File: src/hdl/ppu_settings.svh
`ifndef PPU_SETTINGS_SVH
`define PPU_SETTINGS_SVH

// Side of a tile or sprite in pixels, also the rows per tile
`define PPU_TILE_PX 16

// Background tiles per line, 320 pixels
`define PPU_TILES_PER_LINE 20

// Sprites held in OAM, two words each
`define PPU_SPRITES 16

// Sprites drawn per line
`define PPU_SLOTS 4

// Two palettes of four colors
`define PPU_PALETTE_ENTRIES 8

`endif

File: src/hdl/ppu_pkg.sv
`include "ppu_settings.svh"

package ppu_pkg;

    // One tile or sprite row, pixel p at bits 2p+1:2p
    typedef logic [2*`PPU_TILE_PX-1:0] gfx_row_t;

    // Tile map entry: palette bit on top, tile id below
    typedef logic [7:0] map_entry_t;

    // OAM word, odd addresses hold coordinates and even addresses attributes
    typedef union packed {
        struct packed {
            logic [15:0] y;
            logic [15:0] x;
        } coord;
        struct packed {
            logic       rsvd_hi;
            logic       flip;       // Horizontal flip
            logic [21:0] rsvd_mid;
            logic       pal;
            logic [6:0] tile;
        } attr;
    } oam_word_u;

    typedef logic [23:0] color_t;  // 8 bits each of R, G, B

endpackage

File: src/hdl/sprite_slot_if.sv
`timescale 1ns/1ns
`include "ppu_settings.svh"

// Sprites chosen for the coming line, written in hsync and read in display
interface sprite_slot_if import ppu_pkg::*; ();

    logic [`PPU_SLOTS-1:0] slot_valid;
    logic [15:0]           slot_x [`PPU_SLOTS];
    gfx_row_t              slot_row [`PPU_SLOTS];  // Already in screen order
    logic [`PPU_SLOTS-1:0] slot_pal;
    logic [`PPU_SLOTS-1:0] slot_flip;

    modport source (
        output slot_valid,
        output slot_x,
        output slot_row,
        output slot_pal,
        output slot_flip
    );

    modport sink (
        input slot_valid,
        input slot_x,
        input slot_row,
        input slot_pal,
        input slot_flip
    );

endinterface

File: src/hdl/bg_line_fetch.sv
`timescale 1ns/1ns
`include "ppu_settings.svh"

module bg_line_fetch import ppu_pkg::*; (
    input  logic        clk,
    input  logic        reset,
    input  logic [9:0]  vcount,
    input  logic        vblank,
    input  logic        hsync,
    input  logic [31:0] tile_map_data,
    input  logic [31:0] tile_gfx_data,
    input  logic [$clog2(`PPU_TILES_PER_LINE)-1:0] bg_tile_sel,
    output logic [6:0]  tile_map_addr,
    output logic [10:0] tile_gfx_addr,
    output gfx_row_t    bg_row,
    output logic        bg_pal
);

    localparam int NT = `PPU_TILES_PER_LINE;
    localparam int TS = $clog2(`PPU_TILE_PX);
    localparam int WORDS_PER_ROW = NT / 4;  // Four map entries per word

    gfx_row_t      row_tab [NT];
    logic [NT-1:0] pal_tab;

    logic [4:0]  cnt;
    logic [6:0]  map_base;
    logic [1:0]  entry_sel;
    map_entry_t  map_entry;
    logic [4:0]  gfx_tile;
    logic [4:0]  cap_tile;
    logic        line_phase;

    assign line_phase = hsync && !vblank;
    assign map_base   = 7'(vcount[9:TS]) * 7'(WORDS_PER_ROW);

    // At count k the map word for tile k is requested, the graphics row for
    // tile k-2 is requested and the row of tile k-4 arrives
    assign gfx_tile  = cnt - 5'd2;
    assign cap_tile  = cnt - 5'd4;
    assign entry_sel = gfx_tile[1:0];
    assign map_entry = tile_map_data[8*entry_sel +: 8];

    always_ff @(posedge clk) begin
        if (reset) begin
            cnt           <= '0;
            tile_map_addr <= '0;
            tile_gfx_addr <= '0;
        end else if (line_phase) begin
            if (cnt < 5'(NT + 4))
                cnt <= cnt + 5'd1;
            if (cnt < 5'(NT))
                tile_map_addr <= map_base + 7'(cnt[4:2]);
            else
                tile_map_addr <= '0;
            if (cnt >= 5'd2 && cnt < 5'(NT + 2))
                tile_gfx_addr <= {map_entry[6:0], vcount[TS-1:0]};  // Tile id * 16 + row
            else
                tile_gfx_addr <= '0;
        end else begin
            cnt           <= '0;  // Idle in vblank and display
            tile_map_addr <= '0;
            tile_gfx_addr <= '0;
        end
    end

    // Line tables
    always_ff @(posedge clk) begin
        if (line_phase) begin
            if (cnt >= 5'd2 && cnt < 5'(NT + 2))
                pal_tab[gfx_tile] <= map_entry[7];
            if (cnt >= 5'd4 && cnt < 5'(NT + 4))
                row_tab[cap_tile] <= tile_gfx_data;
        end
    end

    assign bg_row = row_tab[bg_tile_sel];
    assign bg_pal = pal_tab[bg_tile_sel];

endmodule

File: src/hdl/sprite_line_fetch.sv
`timescale 1ns/1ns
`include "ppu_settings.svh"

module sprite_line_fetch import ppu_pkg::*; (
    input  logic        clk,
    input  logic        reset,
    input  logic [9:0]  vcount,
    input  logic        vblank,
    input  logic        hsync,
    input  oam_word_u   oam_data,
    input  gfx_row_t    sprite_gfx_data,
    output logic [4:0]  oam_addr,
    output logic [10:0] sprite_gfx_addr,
    sprite_slot_if.source slots
);

    localparam int NS        = `PPU_SPRITES;
    localparam int NSL       = `PPU_SLOTS;
    localparam int SLW       = $clog2(NSL);
    localparam int OAM_WORDS = 2 * NS;
    localparam int SCAN_END  = NS;         // One sprite checked per cycle
    localparam int FETCH_END = NS + NSL;
    localparam int CAP_START = SCAN_END + 2;  // Row data lags its address by two cycles
    localparam int CAP_END   = FETCH_END + 2;

    // Frame tables, filled in vblank
    logic [15:0] x_tab [NS];
    logic [15:0] y_tab [NS];
    logic [6:0]  tile_tab [NS];
    logic [NS-1:0] pal_tab;
    logic [NS-1:0] flip_tab;

    logic [5:0]  oam_cnt;
    logic [4:0]  oam_word;
    logic [4:0]  line_cnt;
    logic [2:0]  found;
    logic [$clog2(NS)-1:0]  scan_idx;
    logic [$clog2(NS)-1:0]  sel_idx [NSL];
    logic [$clog2(NSL)-1:0] fetch_slot;
    logic [$clog2(NSL)-1:0] cap_slot;
    logic [16:0] scan_y_end;
    logic        on_line;
    logic        take;
    logic [3:0]  fetch_fine;
    logic        line_phase;

    function automatic gfx_row_t reverse_row(gfx_row_t row);
        gfx_row_t rev;
        for (int p = 0; p < `PPU_TILE_PX; p++)
            rev[2*p +: 2] = row[2*(`PPU_TILE_PX - 1 - p) +: 2];
        return rev;
    endfunction

    assign line_phase = hsync && !vblank;
    assign oam_word   = oam_cnt[4:0] - 5'd2;  // Address of the word on oam_data

    assign scan_idx   = line_cnt[$clog2(NS)-1:0];
    assign scan_y_end = {1'b0, y_tab[scan_idx]} + 17'(`PPU_TILE_PX);
    assign on_line    = (16'(vcount) >= y_tab[scan_idx]) && (17'(vcount) < scan_y_end);
    assign take       = (line_cnt < 5'(SCAN_END)) && on_line && (found < 3'(NSL));

    assign fetch_slot = SLW'(line_cnt - 5'(SCAN_END));
    assign cap_slot   = SLW'(line_cnt - 5'(CAP_START));
    assign fetch_fine = vcount[3:0] - y_tab[sel_idx[fetch_slot]][3:0];  // Row inside sprite

    // OAM read sequence, 32 words in 34 cycles
    always_ff @(posedge clk) begin
        if (reset) begin
            oam_cnt  <= '0;
            oam_addr <= '0;
        end else if (vblank) begin
            if (oam_cnt < 6'(OAM_WORDS + 2))
                oam_cnt <= oam_cnt + 6'd1;
            oam_addr <= (oam_cnt < 6'(OAM_WORDS)) ? oam_cnt[4:0] : 5'd0;
        end else begin
            oam_cnt  <= '0;
            oam_addr <= '0;
        end
    end

    always_ff @(posedge clk) begin
        if (vblank && oam_cnt >= 6'd2 && oam_cnt < 6'(OAM_WORDS + 2)) begin
            if (oam_word[0]) begin  // Coordinate word
                x_tab[oam_word[4:1]] <= oam_data.coord.x;
                y_tab[oam_word[4:1]] <= oam_data.coord.y;
            end else begin
                tile_tab[oam_word[4:1]] <= oam_data.attr.tile;
                pal_tab[oam_word[4:1]]  <= oam_data.attr.pal;
                flip_tab[oam_word[4:1]] <= oam_data.attr.flip;
            end
        end
    end

    // Line search, then row fetch for the chosen slots
    always_ff @(posedge clk) begin
        if (reset) begin
            line_cnt         <= '0;
            found            <= '0;
            sprite_gfx_addr  <= '0;
            slots.slot_valid <= '0;
        end else if (line_phase) begin
            if (line_cnt < 5'(CAP_END))
                line_cnt <= line_cnt + 5'd1;
            if (line_cnt == 5'd0)
                slots.slot_valid <= '0;  // Drop last line's sprites
            if (take) begin
                slots.slot_valid[found[1:0]] <= 1'b1;
                found <= found + 3'd1;
            end
            if (line_cnt >= 5'(SCAN_END) && line_cnt < 5'(FETCH_END))
                sprite_gfx_addr <= {tile_tab[sel_idx[fetch_slot]], fetch_fine};
            else
                sprite_gfx_addr <= '0;
        end else begin
            line_cnt        <= '0;
            found           <= '0;
            sprite_gfx_addr <= '0;
        end
    end

    always_ff @(posedge clk) begin
        if (line_phase) begin
            if (take) begin
                sel_idx[found[1:0]]         <= scan_idx;
                slots.slot_x[found[1:0]]    <= x_tab[scan_idx];
                slots.slot_pal[found[1:0]]  <= pal_tab[scan_idx];
                slots.slot_flip[found[1:0]] <= flip_tab[scan_idx];
            end
            if (line_cnt >= 5'(CAP_START) && line_cnt < 5'(CAP_END)) begin
                if (!slots.slot_valid[cap_slot])
                    slots.slot_row[cap_slot] <= '0;
                else if (slots.slot_flip[cap_slot])
                    slots.slot_row[cap_slot] <= reverse_row(sprite_gfx_data);
                else
                    slots.slot_row[cap_slot] <= sprite_gfx_data;
            end
        end
    end

endmodule

File: src/hdl/pixel_mixer.sv
`timescale 1ns/1ns
`include "ppu_settings.svh"

module pixel_mixer import ppu_pkg::*; (
    input  logic        clk,
    input  logic        reset,
    input  logic [10:0] hcount,
    input  logic        vblank,
    input  logic        hsync,
    input  color_t      palette_data,
    input  gfx_row_t    bg_row,
    input  logic        bg_pal,
    output logic [2:0]  palette_addr,
    output logic [$clog2(`PPU_TILES_PER_LINE)-1:0] bg_tile_sel,
    output color_t      pixel_color,
    sprite_slot_if.sink slots
);

    localparam int NP  = `PPU_PALETTE_ENTRIES;
    localparam int NSL = `PPU_SLOTS;
    localparam int TS  = $clog2(`PPU_TILE_PX);

    color_t pal_tab [NP];

    logic [3:0]     pal_cnt;
    logic [2:0]     pal_word;
    logic [15:0]    hpos;
    logic [1:0]     bg_pix;
    logic [NSL-1:0] covered;
    logic [1:0]     spr_pix [NSL];
    logic [1:0]     win_pix;
    logic           win_pal;

    // Palette read sequence, 8 words in 10 cycles
    assign pal_word = 3'(pal_cnt - 4'd2);

    always_ff @(posedge clk) begin
        if (reset) begin
            pal_cnt      <= '0;
            palette_addr <= '0;
        end else if (vblank) begin
            if (pal_cnt < 4'(NP + 2))
                pal_cnt <= pal_cnt + 4'd1;
            palette_addr <= (pal_cnt < 4'(NP)) ? pal_cnt[2:0] : 3'd0;
        end else begin
            pal_cnt      <= '0;
            palette_addr <= '0;
        end
    end

    always_ff @(posedge clk) begin
        if (vblank && pal_cnt >= 4'd2 && pal_cnt < 4'(NP + 2))
            pal_tab[pal_word] <= palette_data;
    end

    assign hpos        = 16'(hcount);
    assign bg_tile_sel = hcount[TS +: $clog2(`PPU_TILES_PER_LINE)];
    assign bg_pix      = bg_row[{hcount[TS-1:0], 1'b0} +: 2];

    for (genvar s = 0; s < NSL; s++) begin : g_slot
        logic [15:0] dx;
        assign dx = hpos - slots.slot_x[s];
        assign covered[s] = slots.slot_valid[s] && (hpos >= slots.slot_x[s])
                            && (dx < 16'(`PPU_TILE_PX));
        assign spr_pix[s] = slots.slot_row[s][{dx[TS-1:0], 1'b0} +: 2];
    end

    // Lowest opaque slot wins, otherwise the background shows
    always_comb begin
        win_pix = bg_pix;
        win_pal = bg_pal;
        for (int s = NSL - 1; s >= 0; s--) begin
            if (covered[s] && spr_pix[s] != 2'b00) begin
                win_pix = spr_pix[s];
                win_pal = slots.slot_pal[s];
            end
        end
    end

    always_ff @(posedge clk) begin
        if (reset)
            pixel_color <= '0;
        else if (vblank || hsync)
            pixel_color <= '0;  // Blank outside active display
        else
            pixel_color <= pal_tab[{win_pal, win_pix}];
    end

endmodule

File: src/hdl/ppu_top.sv
`timescale 1ns/1ns
`include "ppu_settings.svh"

module ppu_top (
    input  logic        clk,
    input  logic        reset,
    input  logic [10:0] hcount,
    input  logic [9:0]  vcount,
    input  logic        vblank,
    input  logic        hsync,
    input  logic [31:0] tile_map_data,
    input  logic [31:0] tile_gfx_data,
    input  logic [31:0] sprite_gfx_data,
    input  logic [31:0] oam_data,
    input  logic [23:0] palette_data,
    output logic [6:0]  tile_map_addr,
    output logic [10:0] tile_gfx_addr,
    output logic [10:0] sprite_gfx_addr,
    output logic [4:0]  oam_addr,
    output logic [2:0]  palette_addr,
    output logic [23:0] pixel_color
);

    logic [$clog2(`PPU_TILES_PER_LINE)-1:0] bg_tile_sel;
    logic [2*`PPU_TILE_PX-1:0] bg_row;
    logic bg_pal;

    sprite_slot_if slots_if ();

    bg_line_fetch bg_line_fetch_i (
        .clk           (clk),
        .reset         (reset),
        .vcount        (vcount),
        .vblank        (vblank),
        .hsync         (hsync),
        .tile_map_data (tile_map_data),
        .tile_gfx_data (tile_gfx_data),
        .bg_tile_sel   (bg_tile_sel),
        .tile_map_addr (tile_map_addr),
        .tile_gfx_addr (tile_gfx_addr),
        .bg_row        (bg_row),
        .bg_pal        (bg_pal)
    );

    sprite_line_fetch sprite_line_fetch_i (
        .clk             (clk),
        .reset           (reset),
        .vcount          (vcount),
        .vblank          (vblank),
        .hsync           (hsync),
        .oam_data        (oam_data),
        .sprite_gfx_data (sprite_gfx_data),
        .oam_addr        (oam_addr),
        .sprite_gfx_addr (sprite_gfx_addr),
        .slots           (slots_if.source)
    );

    pixel_mixer pixel_mixer_i (
        .clk          (clk),
        .reset        (reset),
        .hcount       (hcount),
        .vblank       (vblank),
        .hsync        (hsync),
        .palette_data (palette_data),
        .bg_row       (bg_row),
        .bg_pal       (bg_pal),
        .palette_addr (palette_addr),
        .bg_tile_sel  (bg_tile_sel),
        .pixel_color  (pixel_color),
        .slots        (slots_if.sink)
    );

endmodule

File: config.mk
export PLATFORM = sky130hd
export DESIGN_NAME = ppu_top
export DESIGN_NICKNAME = d
export VERILOG_FILES = /design/src/hdl/ppu_pkg.sv /design/src/hdl/sprite_slot_if.sv /design/src/hdl/bg_line_fetch.sv /design/src/hdl/sprite_line_fetch.sv /design/src/hdl/pixel_mixer.sv /design/src/hdl/ppu_top.sv
export VERILOG_INCLUDE_DIRS = /design/src /design/src/hdl
export SDC_FILE = /design/constraint.sdc
export NUM_CORES = 2
export LEC_CHECK = 0
export BUFFER_PORTS_ARGS = -buffer_cell sky130_fd_sc_hd__buf_2
export CAP_MARGIN = 30
export CORE_ASPECT_RATIO = 0.9
export CORE_MARGIN = 5
export CORE_UTILIZATION = 50
export CTS_CLUSTER_DIAMETER = 50
export CTS_CLUSTER_SIZE = 30
export DETAILED_ROUTE_END_ITERATION = 10
export PLACE_DENSITY = 0.66
export SKIP_LAST_GASP = 1
export SLEW_MARGIN = 20
export SYNTH_ARGS = -nofsm -noshare
export SYNTH_HDL_FRONTEND = slang
export SYNTH_SLANG_ARGS = --single-unit
File: constraint.sdc
create_clock -name clk -period 10.16 [get_ports clk]
set_input_delay 1.524 -clock clk [delete_from_list [all_inputs] [get_ports clk]]
set_output_delay 1.524 -clock clk [all_outputs]
set_load 0.03 [all_outputs]
## After elaboration in Yosys (flattened, before gate mapping)

Memories as Yosys holds them, arrays and structs flattened. A register that Yosys moved wholly into a read port is not among the register bits.
Cells that the tools add are included.

| word-level totals | value |
|---|---|
| bits in registers | 316 |
| latch bits | 0 |
| RAM bits | 1,472 |
| ROM bits | 0 |
| bits of input ports | 177 |
| output and inout port bits | 61 |
| word-level logic and storage cells | 216 |
| memories | 6 |

Memory list:

| memory | words | width | rd ports | clocked after Yosys merged registers in | wr ports | line | RTL |
|---|---|---|---|---|---|---|---|
| bg_line_fetch_i.row_tab | 20 | 32 | 1 | 0 | 1 | bg_line_fetch.sv:23 | `gfx_row_t row_tab [NT];` |
| sprite_line_fetch_i.x_tab | 16 | 16 | 1 | 1 | 1 | sprite_line_fetch.sv:27 | `logic [15:0] x_tab [NS];` |
| sprite_line_fetch_i.y_tab | 16 | 16 | 2 | 1 | 1 | sprite_line_fetch.sv:28 | `logic [15:0] y_tab [NS];` |
| pixel_mixer_i.pal_tab | 8 | 24 | 1 | 1 | 1 | pixel_mixer.sv:23 | `color_t pal_tab [NP];` |
| sprite_line_fetch_i.tile_tab | 16 | 7 | 1 | 1 | 1 | sprite_line_fetch.sv:29 | `logic [6:0] tile_tab [NS];` |
| sprite_line_fetch_i.sel_idx | 4 | 4 | 1 | 0 | 1 | sprite_line_fetch.sv:38 | `logic [$clog2(NS)-1:0] sel_idx [NSL];` |

| operators by class | value |
|---|---|
| $add $sub $neg | 18 |
| multipliers | 1 |
| div/mod/pow operators | 0 |
| $lt $le $gt $ge | 40 |
| equal/unequal tests | 0 |
| shift-type cells | 6 |
| multiplexer cells | 60 |
| bitwise gates (word level) | 13 |
| reduce and logical (&&, ||, !) cells | 48 |

Operators with widths:

| cell | number |
|---|---|
| 128-bit bitwise mux | 2 |
| 128-bit two-way mux | 2 |
| 32-bit by 6-bit variable part select with 2-bit output | 5 |
| 128-bit AND | 1 |
| 128-bit inverter | 1 |
| 64-bit bitwise mux | 1 |
| 32-bit demux with 2-bit select | 1 |
| 11-bit by 16-bit greater-or-equal comparator with 1-bit output | 4 |
| 16-bit by 5-bit less-than comparator with 1-bit output, second input constant | 4 |
| 11-bit by 16-bit subtractor with 16-bit output | 4 |
| 16-bit bitwise mux | 2 |
| 16-bit demux with 2-bit select | 1 |
| 32-bit two-way mux | 1 |
| 4-bit two-way mux | 8 |
| 32-bit by 6-bit variable part select with 8-bit output | 1 |
| 5-bit less-than comparator, second input constant | 6 |
| 1-bit logical AND | 29 |
| 1-bit two-way mux | 26 |
| 20-bit bitwise mux | 1 |
| 16-bit by 5-bit adder with 17-bit output, second input constant | 1 |
| 10-bit by 17-bit less-than comparator with 1-bit output | 1 |
| 10-bit by 16-bit greater-or-equal comparator with 1-bit output | 1 |
| 16-bit two-way mux | 1 |
| 3-bit OR reduction | 5 |
| 45 further kinds | 77 |

## Depth between registers and ports, before layout

| logic depth | value |
|---|---|
| word-level depth | 9 |
| depth in mapped cells | 20 |

## Modules after synthesis

Synthesis repeated with hierarchy kept, for this count alone.

| second synthesis, totals | value |
|---|---|
| cells, all modules | 4,286 |
| area total of the unflattened synthesis | 76,105.5 µm² |

By module, submodules not included:

| module | times used | cells each | area an instance (µm²) | sequential area each (µm²) |
|---|---|---|---|---|
| sprite_line_fetch | 1 | 1,963 | 36,461.2 | 26,945.8 |
| bg_line_fetch | 1 | 1,359 | 26,849.5 | 20,279.4 |
| pixel_mixer | 1 | 964 | 12,794.8 | 6,386.1 |

## Worst setup path before layout

OpenSTA, ideal clock, no wires.

| timing | value |
|---|---|
| path kind | register to register |
| from | register with a tool-made name |
| to | memory sprite_line_fetch_i.sel_idx[3][0] (netlist bit), enable pin |
| library setup time | 0.429 ns |
| data arrival time | 6.208 ns |
| setup slack | 3.523 ns |
| stages on the path, launching flop included | 20 |
| path buffers | 5 |
| clock period less this slack | 6.637 ns |
| cell sequence | dfxtp_1 -> buf_2 -> buf_2 -> clkbuf_1 -> clkbuf_1 -> buf_1 -> mux4_2 -> mux4_2 -> inv_1 -> ha_1 -> nor2b_1 -> o21a_1 -> o21ai_0 -> a21oi_1 -> o21ai_0 -> a21oi_1 -> o211ai_1 -> a21oi_1 -> or3_1 -> nor3_1 |

RTL lines:

| item | line |
|---|---|
| end, declared | sprite_line_fetch.sv:38 |

## Final worst setup path

| timing | value |
|---|---|
| from | input hcount[0] |
| to | register pixel_mixer_i.pixel_color[16], read port of pixel_mixer_i.pal_tab |

| on the way | value |
|---|---|
| word-level cells in the longest chain between the ends | 8 |
| elaborated cells on any way between the ends | 41 |
| those cells by class | add/sub: 4; order compare: 8; shift: 5; mux: 8; reduce/logical: 16 |

Ends and longest elaborated chain:

| item | line | RTL |
|---|---|---|
| start, declared | ppu_top.sv:7 | `input logic [10:0] hcount,` |
| 11-bit by 16-bit subtractor with 16-bit output or 11-bit by 16-bit greater-or-equal comparator with 1-bit output (tied branches) | pixel_mixer.sv:62, pixel_mixer.sv:63 |  |
| 16-bit by 5-bit less-than comparator with 1-bit output, or another cell as far along | pixel_mixer.sv:64 | `` && (dx < 16'(`PPU_TILE_PX)); `` |
| 1-bit logical AND or 2-bit nonzero test (tied branches) | pixel_mixer.sv:63, pixel_mixer.sv:73 |  |
| 1-bit logical AND | pixel_mixer.sv:73 | `if (covered[s] && spr_pix[s] != 2'b00) begin` |
| 2-bit two-way mux or 1-bit two-way mux (tied branches) (4 in a row) | pixel_mixer.sv:73 |  |
| end, declared | pixel_mixer.sv:15 | `output color_t pixel_color,` |

Several ways; a longest one is shown, not always the timed one.
A chain may end at the register's enable or synchronous reset.

==> Implementation_results.wiki <==
{| class="wikitable"
! Metric !! Value
|-
| Critical Path Stages || 17
|-
| Pre-antenna DRT Iters || 6
|-
| Slowest cell on crit path || buf_4
|-
| Ys async rst share || 0
|-
| Number of global-route vias before repair || 41700
|-
| Sequential group share of total power || 0.546
|-
| CP max stage delay || 0.71 ns
|-
| IO Pins || approximately 240
|-
| Mux cell area share after synthesis || 0.126
|-
| Total Die Area || between 0.15 and 0.2 mm^2
|-
| Half-perimeter wire length after placement || ~110 mm
|-
| Maximum number of pins on one net before global-route repair || 133
|-
| Cell types with the largest area share after synthesis || edfxtp_1 68%, mux4_2 9.9%, dfxtp_1 2.4%
|-
| Cell count of the worst reg-to-reg path || 16
|-
| Pins Over Slew Limit || 0
|-
| Cell breakdown of the critical path || buf_2 -> inv_1 -> buf_4 -> ha_1 -> inv_1 -> fa_1 -> and3_1 -> o21ba_2 -> a211oi_1 -> mux2i_1 -> nand2b_1 -> a2111oi_2 -> a21o_2 -> buf_4 -> and3_1 -> a211oi_1 -> nor4bb_1
|-
| CTS tree || yes
|-
| Cell Int Power || 11.5 mW
|-
| Outcome || finished, final reports clean
|-
| Number of fillers in the final layout || 11400
|-
| Number of buffers added on ports || 237
|-
| MaxCap Viol Count || 0
|-
| Total of warnings raised by yosys || 0
|-
| Total power divided by cell area || around 180 mW/mm^2
|-
| Most common cell in the netlist || edfxtp_1
|-
| Fin nets || 5041
|-
| Number of DRC markers after the initial detailed-route iteration || 4656
|-
| Number of resized instances in the post-cts repair step || 0
|-
| Sort of element at the start of the critical path || primary input
|-
| Share of the synthesized area in the top cell type || 0.684
|-
| Arrival time reported for the critical path endpoint || 6.89 ns
|-
| Leading post-synthesis cells by instance count || 1724 x edfxtp_1, 333 x mux4_2, 329 x nand2_1
|-
| Initial Utilization || 0.503
|-
| Area of the mapped netlist || 0.0757 mm^2
|-
| Total overflow reported by the global router || 0
|-
| Synthesized instance count || 4508
|-
| DRC violations left || 0
|-
| First-pass GRT wire length || 275 mm
|-
| Cts hold-fix bufs || 0
|-
| Cell leakage power || 27.6 nW
|-
| Main combinational cell family by area after synthesis || multiplexers
|-
| Area growth syn-to-layout || 12.0%
|-
| Number of antenna violations at the first check in global routing || 21
|-
| CTS Sinks || approximately 1800
|-
| Combined area of the multi-input logic cells || 0.0210 mm^2
|-
| XOR/XNOR share of the synthesized area || 0.00428
|-
| Reg clk slew, reported paths || 0.08 ns
|-
| Power, Total || roughly 15 mW
|-
| Buffers plus inverters on the worst setup path || 5
|-
| Fraction of final layout cells with drive strength greater than 1 || 0.221
|-
| CTS Buffer Depth || 3
|-
| Minimum clock period || slightly above 6 ns
|-
| Total global-route track usage || 0.233
|-
| Count of final hold-check violations || 0
|-
| Placement Rows || 135
|-
| Setup clock skew after layout || 0.0381 ns
|-
| # Post-CTS Setup Buffers || 0
|-
| Avg Cell Area, Syn || 16.8 um^2
|-
| Vertical die dimension || 379 um
|-
| Routed wire length per instance || 27.2 um
|-
| Sum of routed wire length over all layers || 187 mm
|-
| Setup violations, final || 0
|-
| Vias || approximately 42000
|-
| Maximum fanout along the worst path || slightly above 70
|-
| Critical Path End Type || flop
|-
| Net Sw Frac || 0.234
|-
| Number of H-tree levels || 4
|-
| Sequential area share after synthesis || 0.709
|-
| Flip-flop and latch count after synthesis || 1816
|-
| Comb power frac || 0.055
|-
| Number of distinct library cells after synthesis || 94
|-
| Tcrit/Tclk final || 0.610
|-
| Worst-Margin Slew || a little under 1 ns
|-
| Simple-gate share of the synthesized area || 0.0703
|-
| Cell chosen for the clock root || clkbuf_16
|-
| FF/Latch Area || 0.0536 mm^2
|-
| Compound-Gate Fraction of Synth Area || 0.0536
|-
| Data required time of the critical path || 10.85 ns
|-
| Instance count along the most critical hold path || 2
|-
| Ratio of routed vias to standard cells || 6.13
|-
| Arithmetic-cell share of the synthesized area counting full adders, half adders and majority gates || 0.0181
|-
| Fmax || 161 MHz
|-
| Clock network fraction of total power || 0.399
|-
| Kind of critical path || primary input to flop
|-
| Number of nets in the synthesized netlist || 4791
|-
| Min-Delay Path Class || flop to flop
|-
| Worst path top cell family by delay || compound AO/OA/AOI/OAI gates
|-
| Setup tns final || 0 ns
|-
| Most instantiated flip-flop cell in the synthesis netlist || edfxtp_1
|-
| Placed cell areas || 0.0795 mm^2
|-
| Final antenna-violating net count || 0
|-
| Global placement routability congestion || 0.870
|-
| Final cell area excluding filler cells || 0.0847 mm^2
|-
| Max-Slew Margin vs Limit || 0.337
|-
| Skew-Pair Late Insertion Delay || 0.81 ns
|-
| NetSw || ~3.5 mW
|-
| TritonCTS Buffers || 143
|-
| Die width || about 420 um
|-
| Number of enable flip-flop cells after synthesis || 1724
|-
| Synth area leader || edfxtp_1
|-
| Core box area || 0.151 mm^2
|-
| Unrepaired setup endpoints after global routing || false
|-
| Max IR drop VDD || 0.000176 V
|}
==> through the flow <==
step           utilization  std cells  setup WS (ns)  hold slack [ns]
6_report             0.563       6871           3.96            0.467
5_1_grt              0.563       6864           3.78            0.498
4_1_cts              0.562       6856           4.07            0.463
3_5_place_dp         0.528       6594           3.27            0.452
3_3_place_gp         0.527       6579           3.44            0.450
2_1_floorplan            -       4508           3.52            0.423
==> metal layers <==
metal	track usage	wire length (um)	part of all wire
met1	0.313	73700	0.39
met2	0.400	95200	0.51
met3	0.0330	12300	0.066
met4	0.0702	5360	0.029
met5	0	23	0.00012
==> registers in the layout (all words and copies together), names as in the netlist, 4 cells and up, named ones only <==
signal                                cells
sprite_line_fetch_i.sprite_gfx_addr      11
bg_line_fetch_i.pal_tab                  20
sprite_line_fetch_i.slots.slot_valid      4
sprite_line_fetch_i.oam_cnt               6
bg_line_fetch_i.tile_map_addr             7
sprite_line_fetch_i.tile_tab            112
sprite_line_fetch_i.y_tab               256
sprite_line_fetch_i.x_tab               256
sprite_line_fetch_i.pal_tab              16
bg_line_fetch_i.row_tab                 640
sprite_line_fetch_i.slots.slot_row      128
bg_line_fetch_i.tile_gfx_addr            11
sprite_line_fetch_i.slots.slot_x         64
pixel_mixer_i.pixel_color                24
sprite_line_fetch_i.slots.slot_flip       4
pixel_mixer_i.pal_cnt                     4
bg_line_fetch_i.cnt                       5
sprite_line_fetch_i.flip_tab             16
sprite_line_fetch_i.slots.slot_pal        4
sprite_line_fetch_i.sel_idx              16
sprite_line_fetch_i.oam_addr              5
sprite_line_fetch_i.line_cnt              5
pixel_mixer_i.pal_tab                   192
==> worst paths after layout <==
kind | from | slack, ns | endpoint
setup / recovery | hcount[0] | 3.96 | pixel_mixer_i.pixel_color[16]
hold / removal | sprite_line_fetch_i.slots.slot_valid[2] | 0.47 | sprite_line_fetch_i.slots.slot_valid[2]
setup reg to reg | flop | 4.16 | sprite_line_fetch_i.slots.slot_x[36]
hold reg to reg | sprite_line_fetch_i.slots.slot_valid[2] | 0.47 | sprite_line_fetch_i.slots.slot_valid[2]
==> worst register-to-register path, stage by stage (launching register included) <==
cell	delay, ns
dfxtp_4	0.66
buf_4	0.58
mux4_2	0.62
mux4_2	0.49
inv_1	0.14
ha_1	0.26
a31o_2	0.23
o21ai_0	0.71
a21boi_0	0.27
o21ai_0	0.22
a21oi_1	0.08
or3_1	0.30
a21oi_1	0.26
or3_1	0.28
nor2_1	0.08
and2_1	0.31
buf_8	0.23
==> kinds of logic (layout without fill, tap and decap cells) <==
group	Yosys count	in the layout
compound gates	631	631
mux	529	529
fa+ha+maj	106	106
flops	1816	1816
xor+xnor	37	37
simple gates	1049	1049
buf+inv	340	707
other cells	0	10
==> power groups by stage <==
stage	sequential, mW	combinational [mW]	clock [mW]
2_1_floorplan	8.38	0.491	0
3_3_place_gp	8.36	0.816	0
3_5_place_dp	8.36	0.828	0
4_1_cts	8.19	0.832	6.10
5_1_grt	8.19	0.894	6.40
6_report	8.19	0.829	5.99
==> placed cells by master (no fill, tap or decap), types with 29 or more instances in the layout <==
| cell | synthesis | final |
|---|---|---|
| nor3_1 | 84 | 78 |
| o21ai_0 | 229 | 229 |
| buf_2 | 38 | 236 |
| a21oi_1 | 117 | 116 |
| clkbuf_16 | 0 | 146 |
| nand3_1 | 87 | 87 |
| and3_1 | 31 | 31 |
| nor2_1 | 209 | 171 |
| mux2i_1 | 160 | 160 |
| nand2_1 | 329 | 329 |
| nand3b_1 | 85 | 85 |
| edfxtp_1 | 1724 | 1724 |
| buf_4 | 15 | 102 |
| o22ai_1 | 32 | 32 |
| a211oi_1 | 57 | 57 |
| dfxtp_1 | 92 | 88 |
| nor2b_1 | 33 | 32 |
| mux4_2 | 333 | 332 |
| a22oi_1 | 29 | 29 |
| nand2b_1 | 29 | 29 |
| mux2_2 | 36 | 36 |
| nor2_4 | 0 | 35 |
| ha_1 | 100 | 98 |
| inv_1 | 93 | 93 |
==> final cells by class <==
cell class,count,area share
timing repair buffer,351,0.0254
sequential,1816,0.633
clock buffer,149,0.0434
antenna,10,0.000295
clock inverter,113,0.0170
multi-input combinational,2352,0.248
tap,1986,0.0293
inverter,94,0.00416
Power figures use the tool's default switching activity.
